File: src/common/cpu_consts.svh
// processor constants: widths, instruction fields, serial RAM commands and clock divide
`ifndef CPU_CONSTS_SVH
`define CPU_CONSTS_SVH

// data path
`define CPU_WORD_W 16
`define CPU_BYTE_W 8
`define INST_BYTES 2

// instruction fields
`define OPC_MSB 15
`define OPC_LSB 12
`define SRC_RAM_BIT 11
`define SEL_BIT 8
`define OPND_W 8

// serial RAM
`define SPI_CMD_READ 8'h03
`define SPI_CMD_WRITE 8'h02
`define SPI_ADDR_W 16
`define SPI_CLK_DIV 2 // spi_clk period in system clocks

`endif
File: src/common/spi_pkg.sv
// serial RAM types: command byte and SPI engine states
`include "cpu_consts.svh"

package spi_pkg;

  typedef logic [`CPU_BYTE_W-1:0] spi_cmd_t;

  typedef enum logic [1:0] {
    spi_idle,
    spi_shift,  // command, address and data bits on the wire
    spi_finish
  } spi_state_t;

endpackage

File: src/common/cpu_pkg.sv
// processor types: data words, bytes, opcodes and core states
`include "cpu_consts.svh"

package cpu_pkg;

  typedef logic [`CPU_WORD_W-1:0] word_t;
  typedef logic [`CPU_BYTE_W-1:0] byte_t;

  typedef enum logic [3:0] {
    op_nop     = 4'd0,
    op_load    = 4'd1,
    op_store   = 4'd2,
    op_add     = 4'd3,
    op_sub     = 4'd4,
    op_and     = 4'd5,
    op_or      = 4'd6,
    op_xor     = 4'd7,
    op_branch  = 4'd8,
    op_if      = 4'd9,
    op_out     = 4'd10,
    op_halt    = 4'd11,
    op_trap    = 4'd12,
    op_illegal = 4'd13 // stands for all of 13..15
  } opcode_t;

  typedef enum logic [2:0] {
    st_idle, st_halted, st_trapped, st_untrap,
    st_fetch_req, st_fetch_wait, st_exec, st_mem_wait
  } core_state_t;

endpackage

File: src/common/cpu_ifs.sv
// memory request and instruction decode interfaces between core, decoder and SPI master
`timescale 1ns/10ps
`include "cpu_consts.svh"

interface mem_if;
  import cpu_pkg::*;

  word_t addr;
  word_t wdata;
  logic  start_read;  // one-cycle strobes, only while busy is low
  logic  start_write;
  word_t rdata;       // valid from busy falling until next start
  logic  busy;

  modport core (output addr, wdata, start_read, start_write, input rdata, busy);
  modport ram (input addr, wdata, start_read, start_write, output rdata, busy);
endinterface

interface dec_if;
  import cpu_pkg::*;

  word_t   inst;
  opcode_t opcode;
  logic    src_ram;
  logic    sel;      // if condition / out half
  word_t   operand;  // already extended

  modport core (output inst, input opcode, src_ram, sel, operand);
  modport dec (input inst, output opcode, src_ram, sel, operand);
endinterface

File: src/verilog/cpu_top.sv
// processor top level: decoder, execution core and SPI RAM master
`timescale 1ns/10ps

module cpu_top (
  input  logic       clk,
  input  logic       rst_n,
  input  logic       step,
  output logic       busy,
  output logic       halt,
  output logic       trap,
  output logic [7:0] data_out,
  output logic       spi_clk,
  output logic       spi_select,
  output logic       spi_mosi,
  input  logic       spi_miso
);

  mem_if mem_bus ();
  dec_if dec_bus ();

  inst_decoder u_decoder (
    .io (dec_bus.dec)
  );

  exec_core u_core (
    .clk      (clk),
    .rst_n    (rst_n),
    .step     (step),
    .dec      (dec_bus.core),
    .mem      (mem_bus.core),
    .busy     (busy),
    .halt     (halt),
    .trap     (trap),
    .data_out (data_out)
  );

  spi_ram_ctrl u_spi (
    .clk        (clk),
    .rst_n      (rst_n),
    .mem        (mem_bus.ram),
    .spi_clk    (spi_clk),
    .spi_select (spi_select),
    .spi_mosi   (spi_mosi),
    .spi_miso   (spi_miso)
  );

endmodule

File: src/spi_ram/spi_ram_ctrl.sv
// SPI master for the serial RAM, one 16-bit read or write per request in mode 0
`timescale 1ns/10ps
`include "cpu_consts.svh"

module spi_ram_ctrl (
  input  logic clk,
  input  logic rst_n,
  mem_if.ram   mem,
  output logic spi_clk,
  output logic spi_select,
  output logic spi_mosi,
  input  logic spi_miso
);
  import spi_pkg::*;

  localparam int unsigned XFER_BITS = `CPU_BYTE_W + `SPI_ADDR_W + `CPU_WORD_W;
  localparam int unsigned CNT_W     = $clog2(XFER_BITS);
  localparam int unsigned HALF_DIV  = `SPI_CLK_DIV / 2;

  spi_state_t           state;
  logic [XFER_BITS-1:0] shreg;
  logic [CNT_W-1:0]     bit_cnt;
  logic [3:0]           div_cnt;
  logic                 div_tick;
  logic                 miso_q;   // sampled on rising spi_clk
  logic                 start;
  spi_cmd_t             cmd;

  assign start    = mem.start_read || mem.start_write;
  assign cmd      = mem.start_write ? `SPI_CMD_WRITE : `SPI_CMD_READ;
  assign div_tick = (div_cnt == 4'(HALF_DIV - 1));

  assign mem.busy = (state != spi_idle);
  assign spi_mosi = (state == spi_shift) && shreg[XFER_BITS-1];

  // ----------------------------------------
  // control
  // ----------------------------------------
  always_ff @(posedge clk) begin
    if (!rst_n) begin
      state      <= spi_idle;
      spi_clk    <= 1'b0;
      spi_select <= 1'b1;
      bit_cnt    <= '0;
      div_cnt    <= '0;
    end else begin
      case (state)
        spi_idle: begin
          if (start) begin
            state      <= spi_shift;
            spi_select <= 1'b0;
            bit_cnt    <= '0;
            div_cnt    <= '0;
          end
        end
        spi_shift: begin
          if (div_tick) begin
            div_cnt <= '0;
            spi_clk <= !spi_clk;
            if (spi_clk) begin // falling edge ends a bit
              bit_cnt <= bit_cnt + 1'b1;
              if (bit_cnt == CNT_W'(XFER_BITS - 1)) state <= spi_finish;
            end
          end else begin
            div_cnt <= div_cnt + 1'b1;
          end
        end
        default: begin
          spi_select <= 1'b1;
          state      <= spi_idle;
        end
      endcase
    end
  end

  // ----------------------------------------
  // shift data path
  // ----------------------------------------
  always_ff @(posedge clk) begin
    if (state == spi_idle && start) begin
      shreg <= {cmd, mem.addr, mem.start_write ? mem.wdata : `CPU_WORD_W'(0)};
    end else if (state == spi_shift && div_tick) begin
      if (!spi_clk) begin
        miso_q <= spi_miso;
      end else begin
        shreg <= {shreg[XFER_BITS-2:0], miso_q};
      end
    end
    if (state == spi_finish) begin
      mem.rdata <= shreg[`CPU_WORD_W-1:0]; // last 16 bits in are the read word
    end
  end

endmodule

File: src/core/exec_core.sv
// execution core: fetch/execute state machine with pc, accumulator, flags and output port
`timescale 1ns/10ps
`include "cpu_consts.svh"

module exec_core (
  input  logic           clk,
  input  logic           rst_n,
  input  logic           step,
  dec_if.core            dec,
  mem_if.core            mem,
  output logic           busy,
  output logic           halt,
  output logic           trap,
  output cpu_pkg::byte_t data_out
);
  import cpu_pkg::*;

  core_state_t state;
  word_t       pc;
  word_t       acc;
  logic        zero;
  logic        skip;   // next instruction only advances pc

  word_t pc_next;
  word_t rhs;
  word_t alu_res;
  logic  alu_op;

  function automatic logic is_alu(opcode_t op);
    return op inside {op_load, op_add, op_sub, op_and, op_or, op_xor};
  endfunction

  function automatic word_t alu(opcode_t op, word_t a, word_t b);
    word_t r;
    case (op)
      op_add:  r = a + b;
      op_sub:  r = a - b;
      op_and:  r = a & b;
      op_or:   r = a | b;
      op_xor:  r = a ^ b;
      default: r = b; // load
    endcase
    return r;
  endfunction

  assign pc_next = pc + word_t'(`INST_BYTES);
  assign rhs     = (state == st_mem_wait) ? mem.rdata : dec.operand;
  assign alu_res = alu(dec.opcode, acc, rhs);
  assign alu_op  = is_alu(dec.opcode);

  assign busy = !(state inside {st_idle, st_halted, st_trapped});
  assign halt = (state == st_halted);
  assign trap = (state == st_trapped);

  // ----------------------------------------
  // memory requests
  // ----------------------------------------
  assign mem.addr  = (state inside {st_exec, st_mem_wait}) ? dec.operand : pc;
  assign mem.wdata = acc;

  assign mem.start_read = (state == st_fetch_req)
    || (state == st_exec && !skip && alu_op && dec.src_ram);
  assign mem.start_write = (state == st_exec) && !skip
    && (dec.opcode == op_store) && dec.src_ram;

  always_ff @(posedge clk) begin
    if (state == st_fetch_wait && !mem.busy) begin
      dec.inst <= mem.rdata;
    end
  end

  // ----------------------------------------
  // state machine
  // ----------------------------------------
  always_ff @(posedge clk) begin
    if (!rst_n) begin
      state    <= st_idle;
      pc       <= '0;
      acc      <= '0;
      zero     <= 1'b0;
      skip     <= 1'b0;
      data_out <= '0;
    end else begin
      case (state)
        st_idle:       if (step) state <= st_fetch_req;
        st_trapped:    if (step) state <= st_untrap;
        st_untrap:     state <= st_idle;
        st_fetch_req:  state <= st_fetch_wait;
        st_fetch_wait: if (!mem.busy) state <= st_exec;
        st_exec: begin
          skip <= 1'b0;
          if (skip) begin
            pc    <= pc_next;
            state <= st_idle;
          end else begin
            case (dec.opcode)
              op_load, op_add, op_sub, op_and, op_or, op_xor: begin
                if (dec.src_ram) begin
                  state <= st_mem_wait;
                end else begin
                  acc   <= alu_res;
                  zero  <= (alu_res == '0);
                  pc    <= pc_next;
                  state <= st_idle;
                end
              end
              op_store: state <= dec.src_ram ? st_mem_wait : st_trapped;
              op_branch: begin
                pc    <= pc_next + dec.operand;
                state <= st_idle;
              end
              op_if: begin
                skip  <= dec.sel ? zero : !zero; // set when the condition fails
                pc    <= pc_next;
                state <= st_idle;
              end
              op_out: begin
                data_out <= dec.sel ? acc[`CPU_WORD_W-1:`CPU_BYTE_W] : acc[`CPU_BYTE_W-1:0];
                pc       <= pc_next;
                state    <= st_idle;
              end
              op_halt: begin
                pc    <= pc_next;
                state <= st_halted;
              end
              op_trap: begin
                pc    <= pc_next;
                state <= st_trapped;
              end
              op_nop: begin
                pc    <= pc_next;
                state <= st_idle;
              end
              default: state <= st_trapped; // illegal opcode keeps pc
            endcase
          end
        end
        st_mem_wait: begin
          if (!mem.busy) begin
            if (dec.opcode != op_store) begin
              acc  <= alu_res;
              zero <= (alu_res == '0);
            end
            pc    <= pc_next;
            state <= st_idle;
          end
        end
        default: state <= st_halted; // st_halted holds until reset
      endcase
    end
  end

endmodule

File: src/core/inst_decoder.sv
// instruction decoder: splits the fetched word into opcode, source, select and operand
`timescale 1ns/10ps
`include "cpu_consts.svh"

module inst_decoder (
  dec_if.dec io
);
  import cpu_pkg::*;

  logic [`OPC_MSB-`OPC_LSB:0] opc_raw;
  logic [`OPND_W-1:0]         opnd_raw;

  assign opc_raw  = io.inst[`OPC_MSB:`OPC_LSB];
  assign opnd_raw = io.inst[`OPND_W-1:0];

  // ----------------------------------------
  // opcode, 13..15 fold into one illegal code
  // ----------------------------------------
  always_comb begin
    if (opc_raw > op_trap) begin
      io.opcode = op_illegal;
    end else begin
      io.opcode = opcode_t'(opc_raw);
    end
  end

  assign io.src_ram = io.inst[`SRC_RAM_BIT];
  assign io.sel     = io.inst[`SEL_BIT];

  // ----------------------------------------
  // operand extension
  // ----------------------------------------
  always_comb begin
    if (io.opcode == op_branch) begin
      io.operand = {{(`CPU_WORD_W-`OPND_W){opnd_raw[`OPND_W-1]}}, opnd_raw}; // signed offset
    end else begin
      io.operand = {{(`CPU_WORD_W-`OPND_W){1'b0}}, opnd_raw};
    end
  end

endmodule

File: config.mk
export PLATFORM = sky130hd
export DESIGN_NAME = cpu_top
export DESIGN_NICKNAME = d
export VERILOG_FILES = /design/src/common/spi_pkg.sv /design/src/common/cpu_pkg.sv /design/src/common/cpu_ifs.sv /design/src/verilog/cpu_top.sv /design/src/spi_ram/spi_ram_ctrl.sv /design/src/core/exec_core.sv /design/src/core/inst_decoder.sv
export VERILOG_INCLUDE_DIRS = /design/src /design/src/common
export SDC_FILE = /design/constraint.sdc
export NUM_CORES = 1
export LEC_CHECK = 0
export ABC_AREA = 1
export BUFFER_PORTS_ARGS = -buffer_cell sky130_fd_sc_hd__buf_2
export CAP_MARGIN = 10
export CORE_MARGIN = 8
export CORE_UTILIZATION = 58
export CTS_CLUSTER_SIZE = 24
export DETAILED_ROUTE_END_ITERATION = 6
export MAX_ROUTING_LAYER = met4
export PLACE_DENSITY = 0.75
export SLEW_MARGIN = 20
export SYNTH_ARGS = -nofsm -noshare
export SYNTH_HDL_FRONTEND = slang
export SYNTH_SLANG_ARGS = --single-unit
File: constraint.sdc
create_clock -name clk -period 4 [get_ports clk]
set_input_delay 0.2 -clock clk [delete_from_list [all_inputs] [get_ports clk]]
set_output_delay 0.2 -clock clk [all_outputs]
set_load 0.03 [all_outputs]
Word-level counts from Yosys, hierarchy flattened
Cells that the tools add are included.
{"block": "word_totals", "register_bits": 132, "elab_cells": 162, "out_inout_bits": 14}
{"block": "classes", "bitwise": 7, "n_eq_ne": 37, "magnitude_cmp": 1, "n_mux": 54, "n_addsub": 6, "reduce_logical": 42}
{"operator": "16-bit two-way mux", "n": 12}
{"operator": "40-bit two-way mux", "n": 3}
{"operator": "16-bit case mux with 5 select lines", "n": 1}
{"operator": "16-bit case mux with 2 select lines", "n": 2}
{"operator": "16-bit case mux with 3 select lines", "n": 1}
{"operator": "16-bit adder", "n": 2}
{"operator": "3-bit two-way mux", "n": 7}
{"operator": "3-bit case mux with 7 select lines", "n": 1}
{"operator": "4-bit == test, second input constant", "n": 5}
{"operator": "6-bit two-way mux", "n": 3}
{"operator": "16-bit by 2-bit adder with 16-bit output, second input constant", "n": 1}
{"operator": "16-bit bitwise AND", "n": 1}
{"operator": "4-bit by 3-bit == test with 1-bit output, second input constant", "n": 4}
{"operator": "16-bit logical NOT", "n": 1}
{"operator": "2-bit != test, second input constant", "n": 8}
{"operator": "16-bit bitwise OR", "n": 1}
{"operator": "4-bit AND reduction", "n": 4}
{"operator": "16-bit subtractor", "n": 1}
{"operator": "16-bit XOR", "n": 1}
{"operator": "3-bit == test, second input constant", "n": 4}
{"operator": "4-bit two-way mux", "n": 3}
{"operator": "3-bit case mux with 4 select lines", "n": 1}
{"operator": "6-bit case mux with 2 select lines", "n": 1}
{"operator": "1-bit two-way mux", "n": 10}
{"operator": "other kinds (35)", "n": 69}

Longest topological paths before layout
Gate-level depths: netlist of the first run.
{"block": "logic_depth", "ltp_word": 12, "ltp_mapped": 30}

Cells and area by module
From an unflattened synthesis of the first run, not the netlist that was laid out.
{"block": "unflattened", "cells_unflattened": 1191, "area_unflattened_um2": 9093.7}
{"mod": "exec_core", "area_each_um2": 6015.8, "cells_each": 906, "n_inst": 1, "seq_area_each_um2": 1381.3}
{"mod": "spi_ram_ctrl", "area_each_um2": 2900.3, "cells_each": 257, "n_inst": 1, "seq_area_each_um2": 1991.9}
{"mod": "inst_decoder", "area_each_um2": 177.7, "cells_each": 28, "n_inst": 1, "seq_area_each_um2": 0.0}

Worst setup path after synthesis of the first run
Ideal clock, no wire load.
{"block": "synth_path", "kind": "register -> register", "startpoint": "reg u_core.state[1]", "endpoint": "reg u_core.zero", "path_stages_with_launch": 24, "synth_period_minus_slack_ns": 3.361, "n_path_buf": 1, "path_slack_ns": 0.639, "required_ns": 3.933, "t_arrival_ns": 3.293, "setup_time_ns": 0.067, "path_cell_list": "dfxtp_1 nand3_2 buf_6 nand2_1 nand2_1 inv_1 ha_1 inv_1 nor3_2 nand3_1 o41ai_2 xor2_1 ha_1 a21oi_1 o21ai_0 a21oi_1 nand3_1 nand2_1 o21ai_0 o21ai_0 nand3_1 nor2_1 nand2_1 a21oi_2"}
{"block": "synth_between", "elab_chain_len": 9, "elab_cells_between_ends": 23, "cone_classes": "2 x add/sub; 7 x eq/ne; 8 x mux; 3 x bitwise; 3 x reduce/logical"}
{"item": "from (decl)", "line_no": "exec_core.sv:18", "source": "core_state_t state;"}
{"item": "from (signal assigned)", "line_no": "exec_core.sv:77", "source": "state <= st_idle;"}
{"item": "from (signal assigned)", "line_no": "exec_core.sv:85", "source": "st_idle: if (step) state <= st_fetch_req;"}
{"item": "from (signal assigned)", "line_no": "exec_core.sv:86", "source": "st_trapped: if (step) state <= st_untrap;"}
{"item": "3-bit == test", "line_no": "exec_core.sv:47, exec_core.sv:84"}
{"item": "16-bit two-way mux", "line_no": "exec_core.sv:47", "source": "assign rhs = (state == st_mem_wait) ? mem.rdata : dec.operand;"}
{"item": "16-bit subtractor, or another cell as far along", "line_no": "exec_core.sv:37", "source": "op_sub: r = a - b;"}
{"item": "16-bit case mux with 5 select lines", "line_no": "exec_core.sv:35", "source": "case (op)"}
{"item": "16-bit logical NOT", "line_no": "exec_core.sv:102, exec_core.sv:142"}
{"item": "1-bit two-way mux", "line_no": "exec_core.sv:98", "source": "if (dec.src_ram) begin"}
{"item": "1-bit two-way mux", "line_no": "exec_core.sv:96", "source": "case (dec.opcode)"}
{"item": "1-bit two-way mux", "line_no": "exec_core.sv:92", "source": "if (skip) begin"}
{"item": "1-bit case mux with 2 select lines", "line_no": "exec_core.sv:84", "source": "case (state)"}
{"item": "to (signal assigned)", "line_no": "exec_core.sv:102", "source": "zero <= (alu_res == '0);"}
{"item": "to (signal assigned)", "line_no": "exec_core.sv:142", "source": "zero <= (alu_res == '0);"}
{"item": "to (decl)", "line_no": "exec_core.sv:21", "source": "logic zero;"}
Several ways; a longest one is shown, not always the timed one. The select of a mux whose other input is x is not followed.
A chain may end at the register's enable or synchronous reset.

Final worst setup path of the first run
{"block": "layout_path", "startpoint": "reg u_core.dec.inst[15]", "endpoint": "reg u_core.zero"}
{"block": "layout_between", "elab_chain_len": 12, "elab_cells_between_ends": 29, "cone_classes": "2 x add/sub; 1 x order compare; 10 x eq/ne; 10 x mux; 3 x bitwise; 3 x reduce/logical"}
{"item": "from (decl)", "line_no": "cpu_ifs.sv:28", "source": "modport core (output inst, input opcode, src_ram, sel, operand);"}
{"item": "from (signal assigned)", "line_no": "exec_core.sv:68", "source": "dec.inst <= mem.rdata;"}
{"item": "4-bit greater-than comparator", "line_no": "inst_decoder.sv:20", "source": "if (opc_raw > op_trap) begin"}
{"item": "4-bit two-way mux *", "line_no": "inst_decoder.sv:20"}
{"item": "4-bit == test", "line_no": "inst_decoder.sv:34", "source": "if (io.opcode == op_branch) begin"}
{"item": "16-bit two-way mux", "line_no": "inst_decoder.sv:34"}
{"item": "16-bit two-way mux", "line_no": "exec_core.sv:47"}
{"item": "16-bit subtractor, or another cell as far along", "line_no": "exec_core.sv:37"}
{"item": "16-bit case mux with 5 select lines", "line_no": "exec_core.sv:35"}
{"item": "16-bit logical NOT", "line_no": "exec_core.sv:102, exec_core.sv:142"}
{"item": "1-bit two-way mux", "line_no": "exec_core.sv:98"}
{"item": "1-bit two-way mux", "line_no": "exec_core.sv:96"}
{"item": "1-bit two-way mux", "line_no": "exec_core.sv:92"}
{"item": "1-bit case mux with 2 select lines", "line_no": "exec_core.sv:84"}
Every way passes the cells marked *; elsewhere a longest branch is shown, timed or not. The select of a mux whose other input is x is not followed.

==> metrics.md, run 1 <==
| Metric | Value |
|---|---|
| Status | finished clean |
| Wirelength per Cell | 17.2 µm |
| Grt ovf | 0 |
| Warnings, synthesis | 0 |
| Share of layout cells above drive strength 1 | about a tenth |
| Hold EP | u_core.state[1]$_SDFFE_PN0P_ |
| Io pins | 18 |
| Relative slew slack | a little under half |
| Final Hold Viols | 0 |
| Ant. Diodes | 0 |
| Fin util | about two thirds |
| Crit Reg-Reg Startpoint | u_core.dec.inst[15]$_DFFE_PP_ |
| Largest fanout on the critical path | 9 |
| Largest net degree at the start of global routing | between 40 and 50 |
| Clock Path Buffers | 2 |
| Share of power burned in registers | approximately two fifths |
| Hold Crit Class | in2reg |
| First-pass GRT wire length | 39.5 mm |
| Cell accounting for the most synthesized area | edfxtp_1 |
| #FFs+latches synth | 130 |
| Netlist cell types | between 50 and 60 |
| Synth top area cells | edfxtp_1 (24%), nand2_1 (13%), dfxtp_1 (13%) |
| Crit path time final | 3.70 ns |
| Clock-pin transition on the worst setup and hold timing paths | around 0.060 ns |
| Worst path arrival time | between 3 and 4 ns |
| Core region area | roughly 15000 µm² |
| Net Sw Frac | 32.0% |
| Placed insts | 1401 |
| Row cnt | 45 |
| Vias/cell | approximately 5.9 |
| Placement Cell Area | 9200 µm² |
| Clock root cell | clkbuf_16 |
| Router iterations before antenna repair | 5 |
| Post-route ant nets | 0 |
| DR iter-0 viols | approximately 670 |
| Cells along the critical path | inv_2 -> nor2_2 -> nand2_2 -> nor2_8 -> nand2_1 -> buf_4 -> nand2_1 -> o41ai_4 -> xor2_1 -> ha_4 -> nand2_1 -> nor2_1 -> nand4_1 -> nand3_1 -> nand2_1 -> o21ai_0 -> o21ai_0 -> nand3_1 -> nor2_1 -> nand2_1 -> a21oi_2 |
| Port Buf Inserts | 17 |
| Hold Crit Depth | 4 |
| Vias | 8412 |
| Clk_lat worst skew | approximately 0.43 ns |
| TritonCTS clock tree | built |
| Post-synthesis sequential area ratio | around 37% |
| CP peak stage delay | about 0.48 ns |
| Max Clock Skew | between 0.01 and 0.015 ns |
| Post-Layout Cell Count | ~1400 |
| Area Overhead vs Synth | 10.4% |
| Total Wirelength | 24.6 mm |
| CTS H-Tree Depth | 4 |
| Cells on worst reg2reg path | 21 |
| Reg-to-reg slack, setup | just over 0.3 ns |
| Leak | between 4 and 5 nW |
| Fin crit share | just over 90% |
| Crit-path most repeated cell | nand2_1 |
| Vias in the first global route | approximately 7900 |
| P per Cell Area | roughly 450 nW/µm² |
| Fmax achieved | about 0.27 GHz |
| DRC errors left | 0 |
| Dpl hpwl | 18.1 mm |
| Post-Layout Inst Area | between 9000 and 10000 µm² |
| Clk sink count | between 100 and 150 |
| Switching power | around 1.4 mW |
| Internal power | roughly 3.0 mW |
| Worst Setup Start Kind | register |
| CTS Buf Count | 17 |
| Design Power | roughly 4.4 mW |
| Top cell type's share of synthesized area | a little under a quarter |
| Cell Area, Synth | 8940 µm² |
| Total GRT Usage | around a quarter |
| Die area | 19600 µm² |
| Max-Cap Viols | 0 |
| Avg Cell Area, Syn | 7.34 µm² |
| Syn_nets | roughly 1300 |
| Combinational Power Share | 21.8% |
| Worst path required time | roughly 4.3 ns |
| Nets@finish | approximately 1300 |
| Worst-Margin Slew | 0.788 ns |
| Pins Over Slew Limit | 0 |
| Cell count after synthesis | between 1000 and 1500 |
| Starting density of the core | a little under 60% |
| Peak supply drop | 0.352 mV |
| Reg2reg end | u_core.zero$_SDFFE_PN0P_ |
| Clock Power Share | between 30% and 40% |
| Filler cell count | about 1300 |
| Crit. End Element | register |
| Die W | 140 µm |
| GPL Wtd Cong | approximately 0.97 |
| DIE HEIGHT | between 100 and 150 µm |
| Antenna violations before repair | 0 |
| Hold_sp | step |
| Crit Path Class | reg2reg |
| Setup-failing EPs final | 0 |
| CP max stage cell | edfxtp_1 |
per-stage QoR:
stage	TNS (ns)	hold WS (ns)	worst slack, ns
final	0	0.202	0.304
after global routing	-0.0206	0.207	-0.0206
after floorplan	0	0.299	0.639
after detailed placement	0	0.387	0.224
after CTS	0	0.185	0.186
after global placement	0	0.376	0.273
cell type report:
| type | instances | area, µm² | share of cell area, % |
|---|---|---|---|
| Multi-Input combinational cell | 913 | 4980 | 50.4 |
| Sequential cell | 130 | 3320 | 33.6 |
| Inverter | 137 | 514 | 5.21 |
| Clock buffer | 18 | 429 | 4.35 |
| Tap cell | 188 | 235 | 2.38 |
| Timing Repair Buffer | 34 | 215 | 2.18 |
| Clock inverter | 14 | 178 | 1.80 |
flip-flops by register name (all words and copies together) (netlist names):
signal,flops
u_spi.state,2
u_core.dec.inst,14
u_core.mem.wdata,16
u_core.state,3
u_core.data_out,8
u_core.skip,1
u_spi.bit_cnt,6
u_spi.spi_select,1
u_core.pc,16
u_spi.shreg,40
u_spi.spi_clk,1
u_spi.div_cnt,4
u_spi.mem.rdata,16
u_core.zero,1
u_spi.miso_q,1
kinds of logic (layout without fill, tap and decap cells):
group / count (synthesis) / in the layout / synth area share (%)
AO/OA/AOI/OAI: 235 / 235 / 14.7
XOR/XNOR: 28 / 28 / 2.74
adder cells (fa/ha/maj): 62 / 62 / 8.85
buffers and inverters: 175 / 203 / 7.78
flip-flops: 130 / 130 / 37.1
AND/OR/NAND/NOR: 588 / 588 / 28.8
power by group through the flow:
stage,sequential [mW],clock [mW],combinational [mW]
floorplan,1.84,0,0.708
global placement,1.86,0,0.930
detailed placement,1.87,0,0.945
CTS,1.84,1.63,0.949
global route,1.87,1.68,1.08
finish,1.85,1.62,0.965
worst max-delay path, delay by kind of cell, from the launching register on:
| family | cells | cell delay, ns |
|---|---|---|
| and+or+nand+nor | 13 | 1.49 |
| adders and majority gates | 1 | 0.21 |
| AOI/OAI and AO/OA | 4 | 0.77 |
| xor gates and xnor gates | 1 | 0.28 |
| DFF | 1 | 0.48 |
| buffers and inverters | 2 | 0.31 |
repair_timing:
item | in CTS | in global routing
hold buffers | 1 | 0
resized for setup | 0 | 16
buffers inserted | 0 | 0
endpoints found under the hold margin | 1 | 0
setup endpoints to repair | 0 | 3
per-layer routing:
| metal | vias to the layer above | wire length, µm | part of all wire, % | GRT usage [%] |
|---|---|---|---|---|
| met3 | 70 | 1830 | 7.4 | 4.93 |
| met1 | 3895 | 9920 | 40 | 30.2 |
| met5 | - | 0 | 0 | - |
| met4 | 0 | 1050 | 4.2 | 14.8 |
| met2 | 332 | 11800 | 48 | 42.4 |
| li1 | 4115 | - | - | - |
worst max-delay path by stage:
stage	to	cells past startpoint	slack, ns	start
floorplan	u_core.zero$_SDFFE_PN0P_	23	0.64	u_core.state[1]$_SDFFE_PN0P_
global placement	u_core.zero$_SDFFE_PN0P_	24	0.27	u_core.state[1]$_SDFFE_PN0P_
detailed placement	u_core.zero$_SDFFE_PN0P_	22	0.22	u_core.state[2]$_SDFFE_PN0P_
CTS	u_core.zero$_SDFFE_PN0P_	22	0.19	u_core.state[2]$_SDFFE_PN0P_
global route	u_core.zero$_SDFFE_PN0P_	22	-0.02	u_core.state[1]$_SDFFE_PN0P_
finish	u_core.zero$_SDFFE_PN0P_	21	0.30	u_core.dec.inst[15]$_DFFE_PP_
layout by cell type (no fill, tap or decap), types with 19 or more instances in the layout:
cell type	synthesis	final
nor2_1	108	107
dfxtp_1	59	56
a31oi_1	19	19
ha_1	60	59
nand2_1	318	318
a21oi_1	93	91
xor2_1	21	21
inv_1	125	124
nand3_1	95	94
o21ai_0	85	84
edfxtp_1	71	71
synthesized netlist by cell type, drive strengths merged:
cell	number
clkbuf	22
buf	16
o221ai	1
a21boi	1
a21oi	95
o41ai	1
nand2	327
nor2	117
o21ai	95
nor3	11
dfxtp	59
o211ai	4
a211o	1
a31oi	19
nor4	2
inv	136
xnor2	7
xor2	21
nand3	99
a211oi	8
ha	60
a221oi	2
fa	2
o21bai	2
and2	2
o21a	3
nand4	17
or2	5
nand3b	7
edfxtp	71
clkinv	1
and3	1
a21o	3
Note: power is estimated with default switching activity, not from simulation.
==> run 2, diff against run 1 <==
Settings changed: CAP_MARGIN 10 to 20, RECOVER_POWER from default to 100.
==> run 2 against run 1 <==
Sequential power about the same; sequential share of layout area is 0.16 points higher; clock power is essentially flat; power shrank 0.22%; design area fell by 0.47%; register-to-register slack better by 0.03 ns; clock skew is 0.0015 ns lower; die area stayed put; setup slack better by 0.027 ns; critical endpoint unchanged.
==> metrics.md, run 2 (synthesized netlist as in run 1, its figures left out) <==
| Metric | Value |
|---|---|
| Vias | between 8000 and 9000 |
| Total Wirelength | about 25 mm |
| Post-route ant nets | 0 |
| Worst Setup Start Kind | register |
| Most common cell after layout, fill and taps aside | nand2_1 |
| P per Cell Area | between 400 and 500 nW/µm² |
| Starting density of the core | slightly below 60% |
| Design Power | around 4.4 mW |
| Clock-pin transition on the worst setup and hold timing paths | 0.06 ns |
| Fin util | 64.9% |
| Relative slew slack | around a quarter |
| TritonCTS clock tree | built |
| Post-CTS Setup Repair Bufs | 0 |
| Nets@finish | about 1300 |
| CTS Buf Count | 17 |
| Vias in the first global route | between 7000 and 8000 |
| Status | finished clean |
| Max Clock Skew | 0.00913 ns |
| CP peak stage delay | roughly 0.49 ns |
| Clock root cell | clkbuf_16 |
| Setup TNS | 0 ns |
| Internal power | approximately 3.0 mW |
| Wirelength per Cell | between 15 and 20 µm |
| Port Buf Inserts | 17 |
| Post-Layout Inst Area | between 9000 and 10000 µm² |
| Io pins | 18 |
| Fin crit share | ~92% |
| Filler cell count | 1337 |
| Vias/cell | ~5.8 |
| DRC errors left | 0 |
| Top reg by flops | u_spi.shreg |
| Ant. Diodes | 0 |
| Combinational Power Share | a little over a fifth |
| Pins Over Slew Limit | 0 |
| Crit Path Class | reg2reg |
| GPL Wtd Cong | around 0.97 |
| Met3 Use GR | roughly 4.9% |
| Peak supply drop | 0.356 mV |
| Row cnt | 45 |
| Die W | ~140 µm |
| Total GRT Usage | a little over a quarter |
| Cells along the critical path | inv_2 -> nor2_2 -> nand2_1 -> buf_4 -> nand2_1 -> o21ai_0 -> fa_1 -> inv_1 -> nand3_1 -> nand2_1 -> nand2_1 -> nand3_1 -> nand3_1 -> a21oi_1 -> nand3_1 -> nor2_1 -> nand3_1 -> nor2_1 -> nand2_1 -> a21oi_2 |
| Fmax achieved | ~0.27 GHz |
| Largest net degree at the start of global routing | 41 |
| Placement Cell Area | 9200 µm² |
| Reg-to-reg slack, setup | approximately 0.33 ns |
| Setup-failing EPs final | 0 |
| Max-Cap Viols | 0 |
| Most frequent cells in the layout | nand2_1 (319), inv_1 (126), nor2_1 (109), nand3_1 (94), a21oi_1 (91) |
| Router iterations before antenna repair | 5 |
| Die area | between 15000 and 20000 µm² |
| Clk_lat worst skew | between 0.4 and 0.5 ns |
| Share of power burned in registers | a little over two fifths |
| DIE HEIGHT | between 100 and 150 µm |
| CP max stage cell | fa_1 |
| Hold Crit Class | in2reg |
| Area Overhead vs Synth | 9.91% |
| Net Sw Frac | about a third |
| Leak | 4.27 nW |
| Crit. End Element | register |
| Clk sink count | 130 |
| Worst path arrival time | around 4.0 ns |
| Grt ovf | 0 |
| Met2 GRT Util | a little over two fifths |
| DR iter-0 viols | between 700 and 800 |
| Largest fanout on the critical path | 12 |
| Core region area | 15100 µm² |
| CTS H-Tree Depth | 4 |
| Final Hold Viols | 0 |
| Crit path time final | between 3 and 4 ns |
| Max reg flops | 40 |
| Share of layout cells above drive strength 1 | about 7.9% |
| Crit-path leading delay family | simple AND/OR/NAND/NOR gates |
| Clock Power Share | 36.7% |
| Dpl hpwl | ~18 mm |
| First-pass GRT wire length | just under 40 mm |
| Switching power | 1.42 mW |
| Worst path required time | approximately 4.4 ns |
| Worst-Margin Slew | between 1 and 1.5 ns |
| Busiest grt layer | met2 |
| Clock Path Buffers | 2 |
| Bufs and invs on worst path | 3 |
| Antenna violations before repair | 0 |
| Grt met1 use | a little under a third |
run 2: path summary, 6_finish.rpt:
check	to	cells after the start	from
setup reg to reg	u_core.zero$_SDFFE_PN0P_	20	u_core.dec.inst[14]$_DFFE_PP_
hold reg to reg	u_spi.mem.rdata[11]$_DFFE_PN_	0	u_spi.shreg[11]$_DFFE_PP_
hold / removal	u_core.state[1]$_SDFFE_PN0P_	4	step
setup / recovery	u_core.zero$_SDFFE_PN0P_	20	u_core.dec.inst[14]$_DFFE_PP_
run 2: timing repair:
item                                    in CTS  in global routing
endpoints found under the setup margin       0                  3
gates resized for setup                      0                 16
hold buffers                                 1                  0
hold endpoints to repair                     1                  0
run 2: layer usage:
| metal | up-vias | share of wire, % |
|---|---|---|
| met2 | 323 | 48 |
| met5 | - | 0 |
| li1 | 4109 | - |
| met3 | 76 | 7.3 |
| met1 | 3851 | 40 |
| met4 | 0 | 4.4 |
run 2: worst reg2reg max path, stage by stage (launching register included):
cell      delay (ns)
edfxtp_1        0.44
inv_2           0.10
nor2_2          0.27
nand2_1         0.24
buf_4           0.26
nand2_1         0.07
o21ai_0         0.16
fa_1            0.49
inv_1           0.14
nand3_1         0.08
nand2_1         0.14
nand2_1         0.07
nand3_1         0.09
nand3_1         0.10
a21oi_1         0.21
nand3_1         0.16
nor2_1          0.19
nand3_1         0.10
nor2_1          0.12
nand2_1         0.07
a21oi_2         0.11
run 2: area by class of cell:
class                      instances  area (µm²)  share of cell area [%]
multi-input combinational        913        4960                    50.5
inverter                         137         514                    5.24
tap                              188         235                    2.39
timing repair buffer              34         188                    1.91
clock buffer                      18         429                    4.37
sequential                       130        3320                    33.8
clock inverter                    14         178                    1.81
run 2: stage by stage:
stage	hold slack [ns]	cells	setup WS, ns
floorplan	0.299	1218	0.639
global placement	0.376	1401	0.273
detailed placement	0.387	1401	0.224
CTS	0.185	1434	0.186
global route	0.207	1434	-0.0206
finish	0.196	1434	0.331
run 2: power by group through the flow:
stage	combinational [mW]	sequential [mW]	clock [mW]
after floorplan	0.708	1.84	0
after global placement	0.930	1.86	0
after detailed placement	0.945	1.87	0
after CTS	0.949	1.84	1.63
after global routing	1.06	1.88	1.68
final	0.950	1.85	1.62
